`src/logic/mac_macros.svh`:
```
`ifndef MAC_MACROS_SVH
`define MAC_MACROS_SVH

// ==========================================================
// Datapath widths and depths
// ==========================================================

`define MAC_DATA_W  16                  // Operand width.
`define MAC_ACC_W   (2 * `MAC_DATA_W)   // Product and accumulator.
`define MAC_OPND_AW 8                   // 256 words per bank.
`define MAC_RES_AW  6                   // 64 result words.
`define MAC_CNT_W   10                  // Iteration and period counters.
`define MAC_SHIFT_W 6
`define MAC_WORD_W  32                  // Bus word.
`define MAC_ADR_W   12                  // Word address.

// ==========================================================
// Register map, word addresses
// ==========================================================

`define MAC_REG_CTRL 12'h000            // Wr bit 0 start, rd busy/done.
`define MAC_REG_LOOP 12'h001
`define MAC_REG_UNIT 12'h002
`define MAC_BASE_OPA 12'h100
`define MAC_BASE_OPB 12'h200
`define MAC_BASE_RES 12'h400

`endif

```
`src/logic/mac_result_mem.sv`:
```
`default_nettype none

`include "mac_macros.svh"

module mac_result_mem (
   input  logic                   clk,
   input  logic                   rst,
   input  logic                   start,
   input  logic [`MAC_DATA_W-1:0] out0,
   input  logic                   out_valid,
   input  logic [`MAC_RES_AW-1:0] res_raddr,
   output logic [`MAC_DATA_W-1:0] res_rdata
);

   localparam int depth = 1 << `MAC_RES_AW;

   logic [`MAC_DATA_W-1:0] mem [depth];
   logic [`MAC_RES_AW-1:0] wr_idx;

   // ==========================================================
   // Write index
   // ==========================================================

   always_ff @(posedge clk or posedge rst) begin
      if (rst) begin
         wr_idx <= '0;
      end else if (start) begin
         wr_idx <= '0;                             // New run, first slot.
      end else if (out_valid) begin
         wr_idx <= wr_idx + 1'b1;
      end
   end

   // ==========================================================
   // Storage
   // ==========================================================

   always_ff @(posedge clk) begin
      if (out_valid)
         mem[wr_idx] <= out0;
      res_rdata <= mem[res_raddr];                 // Host read.
   end

endmodule

`default_nettype wire

```
`config.mk`:
```
export PLATFORM = sky130hd
export DESIGN_NAME = mac_result_mem
export DESIGN_NICKNAME = d
export VERILOG_FILES = /design/src/logic/mac_result_mem.sv
export VERILOG_INCLUDE_DIRS = /design/src /design/src/logic
export SDC_FILE = /design/constraint.sdc
export NUM_CORES = 1
export LEC_CHECK = 0
export BUFFER_PORTS_ARGS = -buffer_cell sky130_fd_sc_hd__buf_2
export CAP_MARGIN = 30
export CORE_MARGIN = 8
export CORE_UTILIZATION = 30
export DETAILED_ROUTE_END_ITERATION = 7
export PLACE_DENSITY = 0.5
export SLEW_MARGIN = 20
export SYNTH_ARGS = -nofsm -noshare
export SYNTH_HDL_FRONTEND = slang
export SYNTH_SLANG_ARGS = --single-unit
```
`constraint.sdc`:
```
create_clock -name clk -period 3.34 [get_ports clk]
set_clock_uncertainty 0.1 [all_clocks]
set_input_delay 0.668 -clock clk [delete_from_list [all_inputs] [get_ports clk]]
set_output_delay 0.668 -clock clk [all_outputs]
set_load 0.1 [all_outputs]
```
==> results.yml <==
placed_design:
  gp_congestion: 0.776
  port_buffers: 41
  post-place-ws_ps: -26.7
  place_area_sq_mm: 0.0439
  hpwl_um: 65800
worst_setup_path:
  reg2reg_depth: 4
  critPathRequiredTime_ps: 3740
  cp-start-kind: "input pin"
  cp_max_fo: 43
  crit_start: "res_raddr[1]"
  crit_arrival_ps: 3180
  worst_setup_path_end_kind: "flop"
  r2r_start: "wr_idx[0]"
  worstSetupPathType: "in -> reg"
global_routing:
  grt_overflow_total: 0
  grt_pass1_vias: 19900
  globalRouteTotalUtil: 0.142
  grt_max_degree: 77
  antenna_found_initial: 15
  grt_pass1_wl_um: 151000
floorplanning:
  dieWidth_um: 384
  fp.coreArea_sq_mm: 0.135
  row_count: 135
  die_area_sq_mm: 0.147
  pin_count: 42
  die_y_um: 384
  start_util: 0.301
cells_and_area:
  nets: 2130
  synthToLayoutAreaGrowth_pct: 17.1
  final_common_cell: "edfxtp_1"
  drive_gt1_frac: 0.277
  fin_util: 0.352
  final_cell_mix: "edfxtp_1, buf_4, mux4_2"
  design_area_sq_mm: 0.0475
  fillers: 12500
sta:
  fmax_ghz: 0.359
  final-setup-viol-count: 0
  slew_headroom: 0.326
  worst_pin_slew_ps: 1010
  hold_viol: 0
  grt_setup_unrepaired: "no"
  min_period_over_period: 0.833
  drv_slew: 0
  setup_tns_ps: 0
  fin_ws_ps: 557
  post-route-min-period_ps: 2780
synth:
  ys_seq_area_frac: 0.770
  synth_fp_nets: 1900
  syn_area_sq_mm: 0.0406
  synth_edf_count: 1024
  ys_ff_latch: 1046
  synth_cells: 1873
  synthFlopType: "edfxtp_1"
  yosysUniqueCellTypes: 42
  async_flop_share: 0.00574
  synth_warnings: 0
  postSynthAreaPerCell_sq_um: 21.7
route:
  drt-pass1-iter-count: 5
  first_iter_violations: 1880
  antenna_left: 0
  drcViolationCount: 0
  wl_per_cell_um: 27.0
  viasPerCell: 4.96
  wirelength_um: 107000
  num_vias: 19700
hold_path:
  min_path_cells: 2
  hold_path_class: "in -> reg"
  worstHoldStart: "start"
pwr:
  p_leak_nw: 15.3
  power_mw: 28.3
  power.density_mw_per_mm2: 597
  ir_worst_vdd_v: 0.000350
clocking:
  worst_skew_pair.late_latency_ps: 710
  cts.sinks: 1046
  clockBufferDepth: 3
  clkTransAtPathRegs_ps: 60
  clockRootBuffer: "clkbuf_16"
  tritoncts: "built"
  postCtsSetupRepairBufs: 0
  cts_inserted_buffers: 106
  htreeDepth: 3
flow_run:
  max_cap_viol_count: 0
run_status:
  status: "complete, no violations"
## cell usage after synthesis (15+ instances only)
master,number,share of area
a21oi_1,20,0.0025
a221oi_1,31,0.0067
a22oi_1,53,0.0098
and3_1,16,0.0025
buf_2,31,0.0038
buf_6,15,0.0042
clkbuf_1,31,0.0029
dfxtp_1,16,0.0079
edfxtp_1,1024,0.76
mux2_2,20,0.0056
mux2i_1,126,0.031
mux4_1,39,0.025
mux4_2,163,0.091
nand2_1,29,0.0027
nand3_1,15,0.0019
nor2_1,108,0.010
nor2b_1,23,0.0035
## flip-flops by register name, summed over array words and instances, names as in the netlist
register	cells
wr_idx	6
mem	1024
res_rdata	16
## final timing paths
path                                 to  slack [ps]
max in group asynchronous     wr_idx[2]        2530
max reg2reg                  mem[60][4]         950
min                           wr_idx[4]         120
min in group asynchronous     wr_idx[4]         390
max                        res_rdata[1]         560
min reg2reg                   wr_idx[1]         570
## kinds of logic after synthesis
group           synth area share
buf+inv                   0.0205
flops                      0.770
mux                        0.152
simple gates              0.0232
xor+xnor                0.000864
fa+ha+maj               0.000308
compound gates            0.0330
## critical path, cell delays in order
cell and delay [ps]:
buf_6 250, buf_12 260, buf_12 140, nor2b_1 370
buf_4 320, a22oi_1 150, and3_1 270, nor4_1 690
## power breakdown
group,switching (mW),internal [mW],total [mW]
registers,0.0488,14.5,14.5
logic,1.12,0.550,1.67
clock network,4.99,7.16,12.2
total,6.15,22.2,28.3
## routing by layer
metal / vias up / wire [um] / GRT usage
met5: - / 57 / 0
met3: 156 / 6080 / 0.0283
li1: 8347 / - / -
met4: 10 / 3430 / 0.0486
met2: 542 / 49900 / 0.225
met1: 10600 / 47700 / 0.197
## cell type report
class | count | area [sq um] | share of cell area
Antenna cell | 5 | 12.5 | 0.000263
Clock buffer | 125 | 2780 | 0.0584
Multi-Input combinational cell | 717 | 8520 | 0.179
Clock inverter | 66 | 787 | 0.0166
Sequential cell | 1046 | 31200 | 0.657
Inverter | 2 | 7.51 | 0.000158
Tap cell | 1781 | 2230 | 0.0469
Timing Repair Buffer | 230 | 1940 | 0.0408
## stage by stage
stage	cells	hold WS, ps
2_1_floorplan	1873	359
3_3_place_gp	3773	526
3_5_place_dp	3774	555
4_1_cts	3966	54.1
5_1_grt	3967	99.0
6_report	3972	122
## repair_timing
| item | in CTS | in global routing |
|---|---|---|
| hold endpoints to repair | 6 | 0 |
| hold buffers | 1 | 0 |
| endpoints found under the setup margin | 0 | 0 |
| gates resized for setup | 0 | 0 |
Note: power is estimated with default switching activity, not from simulation.
