[config.mk]
export PLATFORM = sky130hd
export DESIGN_NAME = mac_muladd
export DESIGN_NICKNAME = d
export VERILOG_FILES = /design/src/logic/mac_pkg.sv /design/src/logic/mac_muladd.sv
export VERILOG_INCLUDE_DIRS = /design/src /design/src/logic
export SDC_FILE = /design/constraint.sdc
export NUM_CORES = 1
export LEC_CHECK = 0
export BUFFER_PORTS_ARGS = -buffer_cell sky130_fd_sc_hd__buf_4
export CORE_MARGIN = 2
export CORE_UTILIZATION = 25
export DETAILED_ROUTE_END_ITERATION = 12
export REMOVE_ABC_BUFFERS = 1
export SYNTH_ARGS = -nofsm -noshare
export SYNTH_HDL_FRONTEND = slang
export SYNTH_SLANG_ARGS = --single-unit
export TNS_END_PERCENT = 30
[constraint.sdc]
create_clock -name clk -period 10.9 [get_ports clk]
set_input_delay 2.18 -clock clk [delete_from_list [all_inputs] [get_ports clk]]
set_output_delay 2.18 -clock clk [all_outputs]
set_load 0.01 [all_outputs]
[src/logic/mac_macros.svh]
`ifndef MAC_MACROS_SVH
`define MAC_MACROS_SVH

// ==========================================================
// Datapath widths and depths
// ==========================================================

`define MAC_DATA_W  16                  // Operand width.
`define MAC_ACC_W   (2 * `MAC_DATA_W)   // Product and accumulator.
`define MAC_OPND_AW 8                   // 256 words per bank.
`define MAC_RES_AW  6                   // 64 result words.
`define MAC_CNT_W   10                  // Iteration and period counters.
`define MAC_SHIFT_W 6
`define MAC_WORD_W  32                  // Bus word.
`define MAC_ADR_W   12                  // Word address.

// ==========================================================
// Register map, word addresses
// ==========================================================

`define MAC_REG_CTRL 12'h000            // Wr bit 0 start, rd busy/done.
`define MAC_REG_LOOP 12'h001
`define MAC_REG_UNIT 12'h002
`define MAC_BASE_OPA 12'h100
`define MAC_BASE_OPB 12'h200
`define MAC_BASE_RES 12'h400

`endif

[src/logic/mac_pkg.sv]
`default_nettype none

`include "mac_macros.svh"

package mac_pkg;

   typedef enum logic {
      MAC_OP_ADD = 1'b0,                // Accumulate.
      MAC_OP_SUB = 1'b1                 // Subtract from first product.
   } mac_op_e;

   // One configuration word, seen as loop or unit setup.
   typedef union packed {
      logic [`MAC_WORD_W-1:0] raw;
      struct packed {
         logic [`MAC_WORD_W-2*`MAC_CNT_W-1:0] pad;
         logic [`MAC_CNT_W-1:0]               period;
         logic [`MAC_CNT_W-1:0]               iterations;
      } loop;
      struct packed {
         logic [`MAC_WORD_W-`MAC_SHIFT_W-2:0] pad;
         logic [`MAC_SHIFT_W-1:0]             shift;
         mac_op_e                             opcode;
      } unit;
   } mac_cfg_u;

endpackage

`default_nettype wire

[src/logic/mac_muladd.sv]
`default_nettype none

`include "mac_macros.svh"

module mac_muladd (
   input  logic                    clk,
   input  logic                    rst,
   input  logic [`MAC_DATA_W-1:0]  in0,
   input  logic [`MAC_DATA_W-1:0]  in1,
   input  logic                    in_valid,
   input  logic                    in_last_of_period,
   input  mac_pkg::mac_op_e        opcode,
   input  logic [`MAC_SHIFT_W-1:0] shift,
   output logic [`MAC_DATA_W-1:0]  out0,
   output logic                    out_valid
);

   logic signed [`MAC_DATA_W-1:0] a_q;
   logic signed [`MAC_DATA_W-1:0] b_q;
   logic signed [`MAC_ACC_W-1:0]  prod_q;
   logic signed [`MAC_ACC_W-1:0]  acc_q;
   logic signed [`MAC_ACC_W-1:0]  acc_shr;
   logic                          v1;
   logic                          l1;
   logic                          v2;
   logic                          l2;
   logic                          v3;
   logic                          l3;
   logic                          first;

   // ==========================================================
   // Datapath
   // ==========================================================

   assign acc_shr = acc_q >>> shift;

   always_ff @(posedge clk) begin
      a_q <= in0;                                  // Stage 1.
      b_q <= in1;
      prod_q <= a_q * b_q;                         // Stage 2.
      if (v2) begin
         if (first)
            acc_q <= prod_q;                       // Period restart.
         else if (opcode == mac_pkg::MAC_OP_SUB)
            acc_q <= acc_q - prod_q;
         else
            acc_q <= acc_q + prod_q;
      end
      if (v3 && l3)
         out0 <= acc_shr[`MAC_DATA_W-1:0];
   end

   // ==========================================================
   // Valid and period tracking
   // ==========================================================

   always_ff @(posedge clk or posedge rst) begin
      if (rst) begin
         v1 <= 1'b0;
         l1 <= 1'b0;
         v2 <= 1'b0;
         l2 <= 1'b0;
         v3 <= 1'b0;
         l3 <= 1'b0;
         first <= 1'b1;
         out_valid <= 1'b0;
      end else begin
         v1 <= in_valid;
         l1 <= in_valid && in_last_of_period;
         v2 <= v1;
         l2 <= l1;
         v3 <= v2;
         l3 <= l2;
         if (v2)
            first <= l2;                           // Next pair opens a period.
         out_valid <= v3 && l3;
      end
   end

   a_out_after_last: assert property (@(posedge clk) disable iff (rst)
      out_valid |-> $past(in_valid && in_last_of_period, 4))
      else $error("result emitted without a period end four cycles earlier");

endmodule

`default_nettype wire

==> impl_metrics.tcl <==
set metrics [dict create \
    fin_crit_sh 0.602 \
    rsz0062_at_grt "false" \
    clock-sinks 120 \
    fmax_mhz 152 \
    diodes 0 \
    cp_cell_sequence "nand2_1 -> inv_1 -> fa_1 -> fa_1 -> inv_1 -> fa_1 -> inv_1 -> fa_1 -> fa_1 -> inv_1 -> fa_1 -> inv_1 -> ha_1 -> nand3_1 -> nand3b_1 -> a21o_1 -> or4b_1 -> a21oi_4 -> nor4_2 -> or4_1 -> o2111ai_1" \
    core_region_area_mm2 0.0673 \
    cap_violations 0 \
    yosysSeqAreaShare 0.172 \
    synth_cell_types 76 \
    start_util 0.253 \
    hold_viol_final 0 \
    antenna_found_initial 0 \
    nets 2267 \
    cts-hold-fix-buffers 0 \
    crit_type "reg -> reg" \
    yosysMostFrequentCell "inv_1" \
    syn_inst 1837 \
    tightest_slew_ns 0.771 \
    grt_max_degree 68 \
    async_reset_ff_frac 0.0667 \
    cts_resized 0 \
    fillers 7160 \
    drt.antenna.violating_nets 0 \
    io_buffers 59 \
    grt-ovfl-total 0 \
    slew_headroom 0.485 \
    die-area_mm2 0.0701 \
    crit_path_start_kind "flip-flop" \
    ys.flop_type "dfxtp_1" \
    cts.clk_slew.worst_paths_ns 0.07 \
    skew_ns 0.0133 \
    io_pins 60 \
    syn_to_final_growth_pct 11.1 \
    place.gp.congestion 0.839 \
    vias_per_cell 4.52 \
    synth_top_area_frac 0.310 \
    dpl.hpwl_mm 32.5 \
    outcome "complete, no violations" \
    ys_ff_latch 120 \
    die_h_um 265 \
    cts.root.buffer_cell "clkbuf_16" \
    path_common_cell "fa_1" \
    cts_max_level 4 \
    cp_slowest_cell "dfxtp_1" \
    synth_edf_count 48 \
    post-route-util 0.281 \
    via_count 12356 \
    grt_pass1_vias 12591 \
    hold_path.class "reg -> reg" \
    worst-path-buf-inv 5 \
    fp.dieW_um 265 \
    drt_iter0_markers 837 \
    setup_tns_ns 0 \
    crit_required_ns 11.27 \
    crit_family "adder cells" \
    synth_common_cells "inv_1, fa_1, nand2_1" \
    grtUsageTotal 0.120 \
    wl_per_cell_um 14.8 \
    cts_buffers 17 \
    syn_avg_cell_area_um2 9.25 \
    cts_buffer_depth 2 \
    cp_max_fo 16 \
    yosys.area.top_type "fa_1" \
    ys_top_cells_by_area "fa_1, edfxtp_1, ha_1" \
    drc 0 \
    cts_setup_buffers 0 \
    slew_violations 0 \
    rows 95 \
    crit_arrival_ns 6.93 \
    cts_tree "built" \
    grt_first_pass_wirelength_mm 67.2 \
    insertion_delay_ns 0.46 \
    synth_warnings 0 \
    drive_above_1_share 0.0720 \
    max_stage_delay_ns 0.76 \
    hold_slack_ns 0.349 \
    setup_viol 0 \
    syn_area_mm2 0.0170 \
    period_minus_slack_ns 6.56 \
    routed_wl_mm 40.4 \
    drt-pass1-iter-count 7 \
    end_kind "flip-flop" \
]
## cells in the final DEF (no fill, tap or decap), types with 14 or more instances in the layout
master,instances
inv_1,317
fa_1,263
nand2_1,207
and2_1,138
ha_1,114
nor2_1,83
a21oi_1,70
dfxtp_1,64
xnor2_1,63
buf_4,61
o21ai_0,59
edfxtp_1,48
mux2i_1,33
a211oi_1,25
o211ai_1,21
nor3_1,20
clkbuf_16,18
xor2_1,17
a21o_1,16
nand2b_1,15
nand3_1,14
## per-stage QoR
step                std cells  setup WS (ns)  cell area, um2
CTS                      2733           4.37           18900
finish                   2733           4.34           18900
detailed placement       2701           4.38           18300
floorplan                1767           4.94           16700
global route             2733           4.05           18900
global placement         2701           4.53           18300
## area by class of cell
cell class	count	area, um2	area share
Timing Repair Buffer	61	458	0.0243
Multi-Input combinational cell	1328	12600	0.668
Clock buffer	18	450	0.0239
Clock inverter	14	153	0.00809
Sequential cell	120	2920	0.155
Inverter	319	1200	0.0634
Tap cell	873	1090	0.0579
## worst reg2reg max path: cells and delay by family, from the launching register on
kind / cells / cell delay (ns)
buffers and inverters: 5 / 0.36
DFF: 1 / 0.76
adders and majority gates: 7 / 3.34
AOI/OAI and AO/OA: 3 / 0.53
and+or+nand+nor: 6 / 1.51
## flip-flops by register name (all words and copies together), names as in the netlist
signal,count
l3,1
out0,16
v3,1
v2,1
acc_q,32
l2,1
l1,1
out_valid,1
a_q,16
b_q,16
v1,1
prod_q,32
first,1
## cells by family (layout without fill, tap and decap cells)
kind of cell / Yosys count / count (layout) / share of synthesized area
simple gates: 547 / 547 / 0.160
compound gates: 271 / 271 / 0.105
buf+inv: 389 / 412 / 0.0864
fa+ha+maj: 377 / 377 / 0.394
flops: 120 / 120 / 0.172
xor+xnor: 81 / 81 / 0.0422
mux: 52 / 52 / 0.0406
## final timing paths
check                          startpoint                   to  slack [ns]  cells past startpoint
setup / recovery           b_q[1]$_DFF_P_   prod_q[30]$_DFF_P_        4.34                     21
hold / removal               v1$_DFF_PP0_         v2$_DFF_PP0_        0.35                      0
setup reg to reg           b_q[1]$_DFF_P_   prod_q[30]$_DFF_P_        4.34                     21
hold reg to reg              v1$_DFF_PP0_         v2$_DFF_PP0_        0.35                      0
max in group asynchronous             rst    first$_DFFE_PP1P_        8.94                      2
min in group asynchronous             rst  out_valid$_DFF_PP0_        1.67                      2
## layer usage
layer  GRT usage  share of wire  vias to the layer above
met1       0.165           0.47                     6047
li1            -              -                     5949
met5           0              0                        -
met2       0.196           0.46                      316
met3      0.0216          0.052                       44
met4      0.0293          0.018                        0
Power is left out: the tool's default activity adds up to more than one toggle a clock period on the data nets, which glitch-free logic cannot reach.
