## src/logic/mac_macros.svh

```systemverilog
`ifndef MAC_MACROS_SVH
`define MAC_MACROS_SVH

// ==========================================================
// Datapath widths and depths
// ==========================================================

`define MAC_DATA_W  16                  // Operand width.
`define MAC_ACC_W   (2 * `MAC_DATA_W)   // Product and accumulator.
`define MAC_OPND_AW 8                   // 256 words per bank.
`define MAC_RES_AW  6                   // 64 result words.
`define MAC_CNT_W   10                  // Iteration and period counters.
`define MAC_SHIFT_W 6
`define MAC_WORD_W  32                  // Bus word.
`define MAC_ADR_W   12                  // Word address.

// ==========================================================
// Register map, word addresses
// ==========================================================

`define MAC_REG_CTRL 12'h000            // Wr bit 0 start, rd busy/done.
`define MAC_REG_LOOP 12'h001
`define MAC_REG_UNIT 12'h002
`define MAC_BASE_OPA 12'h100
`define MAC_BASE_OPB 12'h200
`define MAC_BASE_RES 12'h400

`endif

```

## src/logic/mac_pkg.sv

```systemverilog
`default_nettype none

`include "mac_macros.svh"

package mac_pkg;

   typedef enum logic {
      MAC_OP_ADD = 1'b0,                // Accumulate.
      MAC_OP_SUB = 1'b1                 // Subtract from first product.
   } mac_op_e;

   // One configuration word, seen as loop or unit setup.
   typedef union packed {
      logic [`MAC_WORD_W-1:0] raw;
      struct packed {
         logic [`MAC_WORD_W-2*`MAC_CNT_W-1:0] pad;
         logic [`MAC_CNT_W-1:0]               period;
         logic [`MAC_CNT_W-1:0]               iterations;
      } loop;
      struct packed {
         logic [`MAC_WORD_W-`MAC_SHIFT_W-2:0] pad;
         logic [`MAC_SHIFT_W-1:0]             shift;
         mac_op_e                             opcode;
      } unit;
   } mac_cfg_u;

endpackage

`default_nettype wire

```

## src/logic/mac_ctrl.sv

```systemverilog
`default_nettype none

`include "mac_macros.svh"

module mac_ctrl (
   input  logic                    clk,
   input  logic                    rst,
   input  logic                    cyc,
   input  logic                    stb,
   input  logic                    we,
   input  logic [`MAC_ADR_W-1:0]   adr,
   input  logic [`MAC_WORD_W-1:0]  dat_w,
   output logic [`MAC_WORD_W-1:0]  dat_r,
   output logic                    ack,
   output logic                    start,
   output logic [`MAC_CNT_W-1:0]   iterations,
   output logic [`MAC_CNT_W-1:0]   period,
   output mac_pkg::mac_op_e        opcode,
   output logic [`MAC_SHIFT_W-1:0] shift,
   output logic                    opnd_we,
   output logic                    opnd_bank,
   output logic [`MAC_OPND_AW-1:0] opnd_addr,
   output logic [`MAC_DATA_W-1:0]  opnd_wdata,
   output logic [`MAC_OPND_AW-1:0] opnd_raddr,
   input  logic [`MAC_DATA_W-1:0]  opnd_rdata,
   output logic [`MAC_RES_AW-1:0]  res_raddr,
   input  logic [`MAC_DATA_W-1:0]  res_rdata,
   input  logic                    out_valid
);

   localparam logic [1:0] st_idle = 2'd0;
   localparam logic [1:0] st_busy = 2'd1;
   localparam logic [1:0] st_done = 2'd2;
   localparam logic [`MAC_ADR_W-1:0] opnd_span = (1 << `MAC_OPND_AW) - 1;
   localparam logic [`MAC_ADR_W-1:0] res_span = (1 << `MAC_RES_AW) - 1;

   logic [1:0]             state;
   logic [`MAC_CNT_W-1:0]  res_cnt;
   mac_pkg::mac_cfg_u      loop_cfg;
   mac_pkg::mac_cfg_u      unit_cfg;
   logic                   req;
   logic                   wr;
   logic                   busy;
   logic                   done;
   logic                   hit_ctrl;
   logic                   hit_loop;
   logic                   hit_unit;
   logic                   hit_opa;
   logic                   hit_opb;
   logic                   hit_res;

   assign req = cyc && stb && !ack;          // New access, not yet acked.
   assign wr = req && we;

   assign hit_ctrl = adr == `MAC_REG_CTRL;
   assign hit_loop = adr == `MAC_REG_LOOP;
   assign hit_unit = adr == `MAC_REG_UNIT;
   assign hit_opa = (adr & ~opnd_span) == `MAC_BASE_OPA;
   assign hit_opb = (adr & ~opnd_span) == `MAC_BASE_OPB;
   assign hit_res = (adr & ~res_span) == `MAC_BASE_RES;

   assign busy = state == st_busy;
   assign done = state == st_done;

   assign iterations = loop_cfg.loop.iterations;
   assign period = loop_cfg.loop.period;
   assign opcode = unit_cfg.unit.opcode;
   assign shift = unit_cfg.unit.shift;

   // ==========================================================
   // Memory routing
   // ==========================================================

   assign opnd_we = wr && (hit_opa || hit_opb) && !busy;  // Dropped while running.
   assign opnd_bank = hit_opb;
   assign opnd_addr = adr[`MAC_OPND_AW-1:0];
   assign opnd_wdata = dat_w[`MAC_DATA_W-1:0];
   assign opnd_raddr = adr[`MAC_OPND_AW-1:0];
   assign res_raddr = adr[`MAC_RES_AW-1:0];

   always_comb begin
      dat_r = '0;
      if (ack) begin
         if (hit_ctrl)
            dat_r = {{(`MAC_WORD_W-2){1'b0}}, done, busy};
         else if (hit_loop)
            dat_r = loop_cfg.raw;
         else if (hit_unit)
            dat_r = unit_cfg.raw;
         else if (hit_opa || hit_opb)
            dat_r = {{(`MAC_WORD_W-`MAC_DATA_W){1'b0}}, opnd_rdata};
         else if (hit_res)
            dat_r = {{(`MAC_WORD_W-`MAC_DATA_W){1'b0}}, res_rdata};
      end
   end

   always_ff @(posedge clk or posedge rst) begin
      if (rst) begin
         ack <= 1'b0;
         loop_cfg <= '0;
         unit_cfg <= '0;
      end else begin
         ack <= req;
         if (wr && hit_loop)
            loop_cfg.raw <= dat_w;
         if (wr && hit_unit)
            unit_cfg.raw <= dat_w;
      end
   end

   // ==========================================================
   // Run sequencer
   // ==========================================================

   always_ff @(posedge clk or posedge rst) begin
      if (rst) begin
         state <= st_idle;
         start <= 1'b0;
         res_cnt <= '0;
      end else begin
         start <= 1'b0;
         case (state)
            st_busy: begin
               if (out_valid)
                  res_cnt <= res_cnt + 1'b1;
               if (res_cnt == iterations || period == '0)
                  state <= st_done;                // Also ends zero-length runs.
            end
            default: begin
               if (wr && hit_ctrl && dat_w[0]) begin
                  start <= 1'b1;
                  state <= st_busy;
                  res_cnt <= '0;
               end
            end
         endcase
      end
   end

   a_ack_follows_req: assert property (@(posedge clk) disable iff (rst)
      ack |-> $past(cyc && stb))
      else $error("ack raised without a bus request");

endmodule

`default_nettype wire

```

## config.mk

```make
export PLATFORM = sky130hd
export DESIGN_NAME = mac_ctrl
export DESIGN_NICKNAME = d
export VERILOG_FILES = /design/src/logic/mac_pkg.sv /design/src/logic/mac_ctrl.sv
export VERILOG_INCLUDE_DIRS = /design/src /design/src/logic
export SDC_FILE = /design/constraint.sdc
export NUM_CORES = 1
export LEC_CHECK = 0
export BUFFER_PORTS_ARGS = -buffer_cell sky130_fd_sc_hd__clkbuf_2
export CAP_MARGIN = 20
export CORE_ASPECT_RATIO = 0.8
export CORE_MARGIN = 1.5
export CORE_UTILIZATION = 30
export DETAILED_ROUTE_END_ITERATION = 6
export GPL_TIMING_DRIVEN = 0
export PLACE_DENSITY_LB_ADDON = 0.3
export SLEW_MARGIN = 15
export SYNTH_ARGS = -nofsm -noshare
export SYNTH_HDL_FRONTEND = slang
export SYNTH_SLANG_ARGS = --single-unit
```

## constraint.sdc

```tcl
create_clock -name clk -period 2.5 [get_ports clk]
set_input_delay 0.125 -clock clk [delete_from_list [all_inputs] [get_ports clk]]
set_output_delay 0.125 -clock clk [all_outputs]
set_load 0.05 [all_outputs]
```

==> summary.md <==
| Metric | Value |
|---|---|
| Status | finished clean |
| Initial core utilization | 0.312 |
| Synth top area share | 0.432 |
| Reg-to-reg setup timing slack | 0.56 ns |
| Vias per inst | 4.79 |
| Initial antenna violation count | 0 |
| Worst vdd ir | 0.272 mV |
| Pwr/cell area | 484 nW/um^2 |
| Ant. Diodes | 0 |
| Chip width | 140 um |
| H-tree depth | 3 |
| Worst R2R Start | ack$_DFF_PP0_ |
| Clk buf depth | 2 |
| Synthesis Warnings | 0 |
| Max-slew violations | 0 |
| Post-route ant nets | 0 |
| Sequential-to-total area share from yosys stat | 0.432 |
| Via count | 3858 |
| Final core utilization | 0.429 |
| Grt total ovfl | 0 |
| Clock sinks | between 70 and 80 |
| Area after DPL | 5730 um^2 |
| Total of max-cap violations | 0 |
| RSZ-0062 raised after global routing | no |
| Setup tns final | 0 ns |
| TritonCTS clock tree | done |
| Hold Startpoint | dat_w[5] |
| Largest net degree at the start of global routing | 42 |
| Setup crit start kind | primary input |
| Final WL | 13700 um |
| F_max | approximately 400 MHz |
| Worst Setup End Kind | output pin |
| Vias in the first global route | ~3800 |
| Total die area | 15800 um^2 |
| Die Height | ~110 um |
| Final instance area | 6220 um^2 |
| Worst r2r path cells | 5 |
| Leakage | 3.26 nW |
| Area delta synth->final | 37.7% |
| CTS clock-pin slew for the worst setup and hold paths | 0.06 ns |
| Number of synthesized flops with an enable pin | 0 |
| Routability Congestion | 0.812 |
| Dominant synthesized flop cell | dfrtp_1 |
| Critical Path RT | approximately 2.4 ns |
| Root Driver | clkbuf_16 |
| Mapped Nets | ~500 |
| List of most frequent post-synthesis cells | dfrtp_1, buf_4, mux2_2, nor2_1, nand2_1 |
| Post-Syn Instances | 415 |
| Ports | 183 |
| Final Hold Vio Count | 0 |
| Gr usage total | 0.177 |
| Initial DRC count | ~130 |
| Tot Pwr | 3.01 mW |
| Crit share post-route | 0.975 |
| Worst slack, placed | -0.511 ns |
| Placeable core region | 14500 um^2 |
| Worst relative slew slack | 0.529 |
| Port Buf Inserts | 182 |
| Flops & latches, synth | 78 |
| Final setup skew | around 0.0060 ns |
| Crit-path max FO | 10 |
| Final worst slack | 0.0634 ns |
| Hold EP | loop_cfg[5]$_DFFE_PP0P_ |
| Fraction of layout cells with a size suffix above 1 | 0.615 |
| Async SR Flop Fraction | 1.00 |
| Syn Area/Cell | 10.9 um^2 |
| Drt first pass iters | 4 |
| Post-DP HPWL | 10700 um |
| Final worst path period need | 2.44 ns |
| Yosys cell types | 44 |
| Final #Nets | about 700 |
| Row cnt | 39 |
| Worst slew pin tran | 0.700 ns |
| Arr. time, crit path | 2.31 ns |
| Skew-Pair Late Insertion Delay | 0.33 ns |
| DRC | 0 |
| HP Class | in -> reg |
| TritonCTS Buffers | 9 |
| Post-Syn Area | roughly 4500 um^2 |
| Synth area leaders | dfrtp_1, mux2_2, buf_4 |
| First-pass GRT wire length | 21300 um |
| Wirelength per Cell | 17.0 um |
| # setup viols final | 0 |
| Worst hold stages | 2 |
| Critical R2R Capture | unit_cfg[8]$_DFFE_PP0P_ |
| Largest area contributor in the netlist | dfrtp_1 |
| Fill cells | between 1000 and 1500 |
| Crit path kind | in -> out |
| Count leader, synth | dfrtp_1 |
-- area by class of cell --
type,count,area [um^2],share of cell area
multi-input combinational,247,2020,0.325
sequential,78,1950,0.314
timing repair buffer,190,1060,0.170
buffer,87,641,0.103
clock buffer,13,260,0.0419
tap,184,230,0.0370
clock inverter,3,42.5,0.00684
inverter,3,13.8,0.00221
-- metrics by stage --
stage,instances,hold slack [ns]
global placement,781,0.340
floorplan,415,0.233
detailed placement,782,0.207
CTS,804,0.0244
global route,805,0.0254
finish,805,0.0394
-- power by group --
group	switching (mW)	internal, mW
sequential	0.00287	1.26
combinational	0.266	0.142
clock	0.506	0.827
total	0.775	2.23
-- kinds of logic after synthesis --
logic type / synth area share
AOI/OAI and AO/OA: 0.121
xor gates and xnor gates: 0.0349
adders and majority gates: 0.00277
buffers and inverters: 0.139
DFF: 0.432
muxes: 0.162
and+or+nand+nor: 0.107
-- critical path, cell delays in order --
cell	delay, ns
clkbuf_2	0.10
or4_4	0.60
or3_4	0.41
buf_6	0.15
or2_1	0.23
buf_6	0.14
buf_6	0.15
o21ai_2	0.13
a21oi_2	0.07
buf_4	0.19
-- registers in the layout (all words and copies together), names as in the netlist --
name      flops
ack           1
loop_cfg     32
res_cnt      10
start         1
state         2
unit_cfg     32
-- per-layer routing --
layer	vias to the layer above	global-route usage	part of all wire
met3	13	0.0609	0.077
met5	-	0	0
met4	0	0.0456	0.011
met1	1861	0.233	0.46
met2	171	0.281	0.45
li1	1813	-	-
-- repair_timing --
item / in CTS / in global routing
setup buffers: 3 / 1
resized for setup: 25 / 42
endpoints found under the setup margin: 32 / 26
hold buffers: 3 / 0
pin swaps: 2 / 1
hold endpoints to repair: 41 / 0
-- layout by cell type, fill, tap and decap left out, types with 3 or more instances in the layout --
cell	netlist	final
dlygate4sd3_1	0	3
o21ai_2	10	10
nand4_1	4	4
a221o_1	16	16
clkbuf_2	1	159
dfrtp_1	78	78
o21ai_0	10	9
nor4_1	4	4
mux2_2	61	61
nor4_4	3	3
buf_4	68	82
nand2_1	21	21
clkbuf_4	0	10
a22oi_1	16	16
a21oi_2	0	14
xnor2_1	5	5
buf_2	10	9
buf_6	3	9
nand3_1	3	3
a21oi_1	18	4
mux2_1	4	4
clkbuf_16	0	9
nor2_1	30	28
clkbuf_1	5	6
nand2b_1	4	4
xor2_1	13	13
-- worst max-delay path by stage --
stage,startpoint,cells after the start,endpoint
5_1_grt,adr[7],9,dat_r[5]
3_5_place_dp,adr[5],9,dat_r[3]
6_report,adr[7],10,dat_r[10]
4_1_cts,adr[9],10,dat_r[7]
2_1_floorplan,adr[5],7,dat_r[25]
3_3_place_gp,rst,2,unit_cfg[10]$_DFFE_PP0P_
Power figures use the tool's default switching activity.
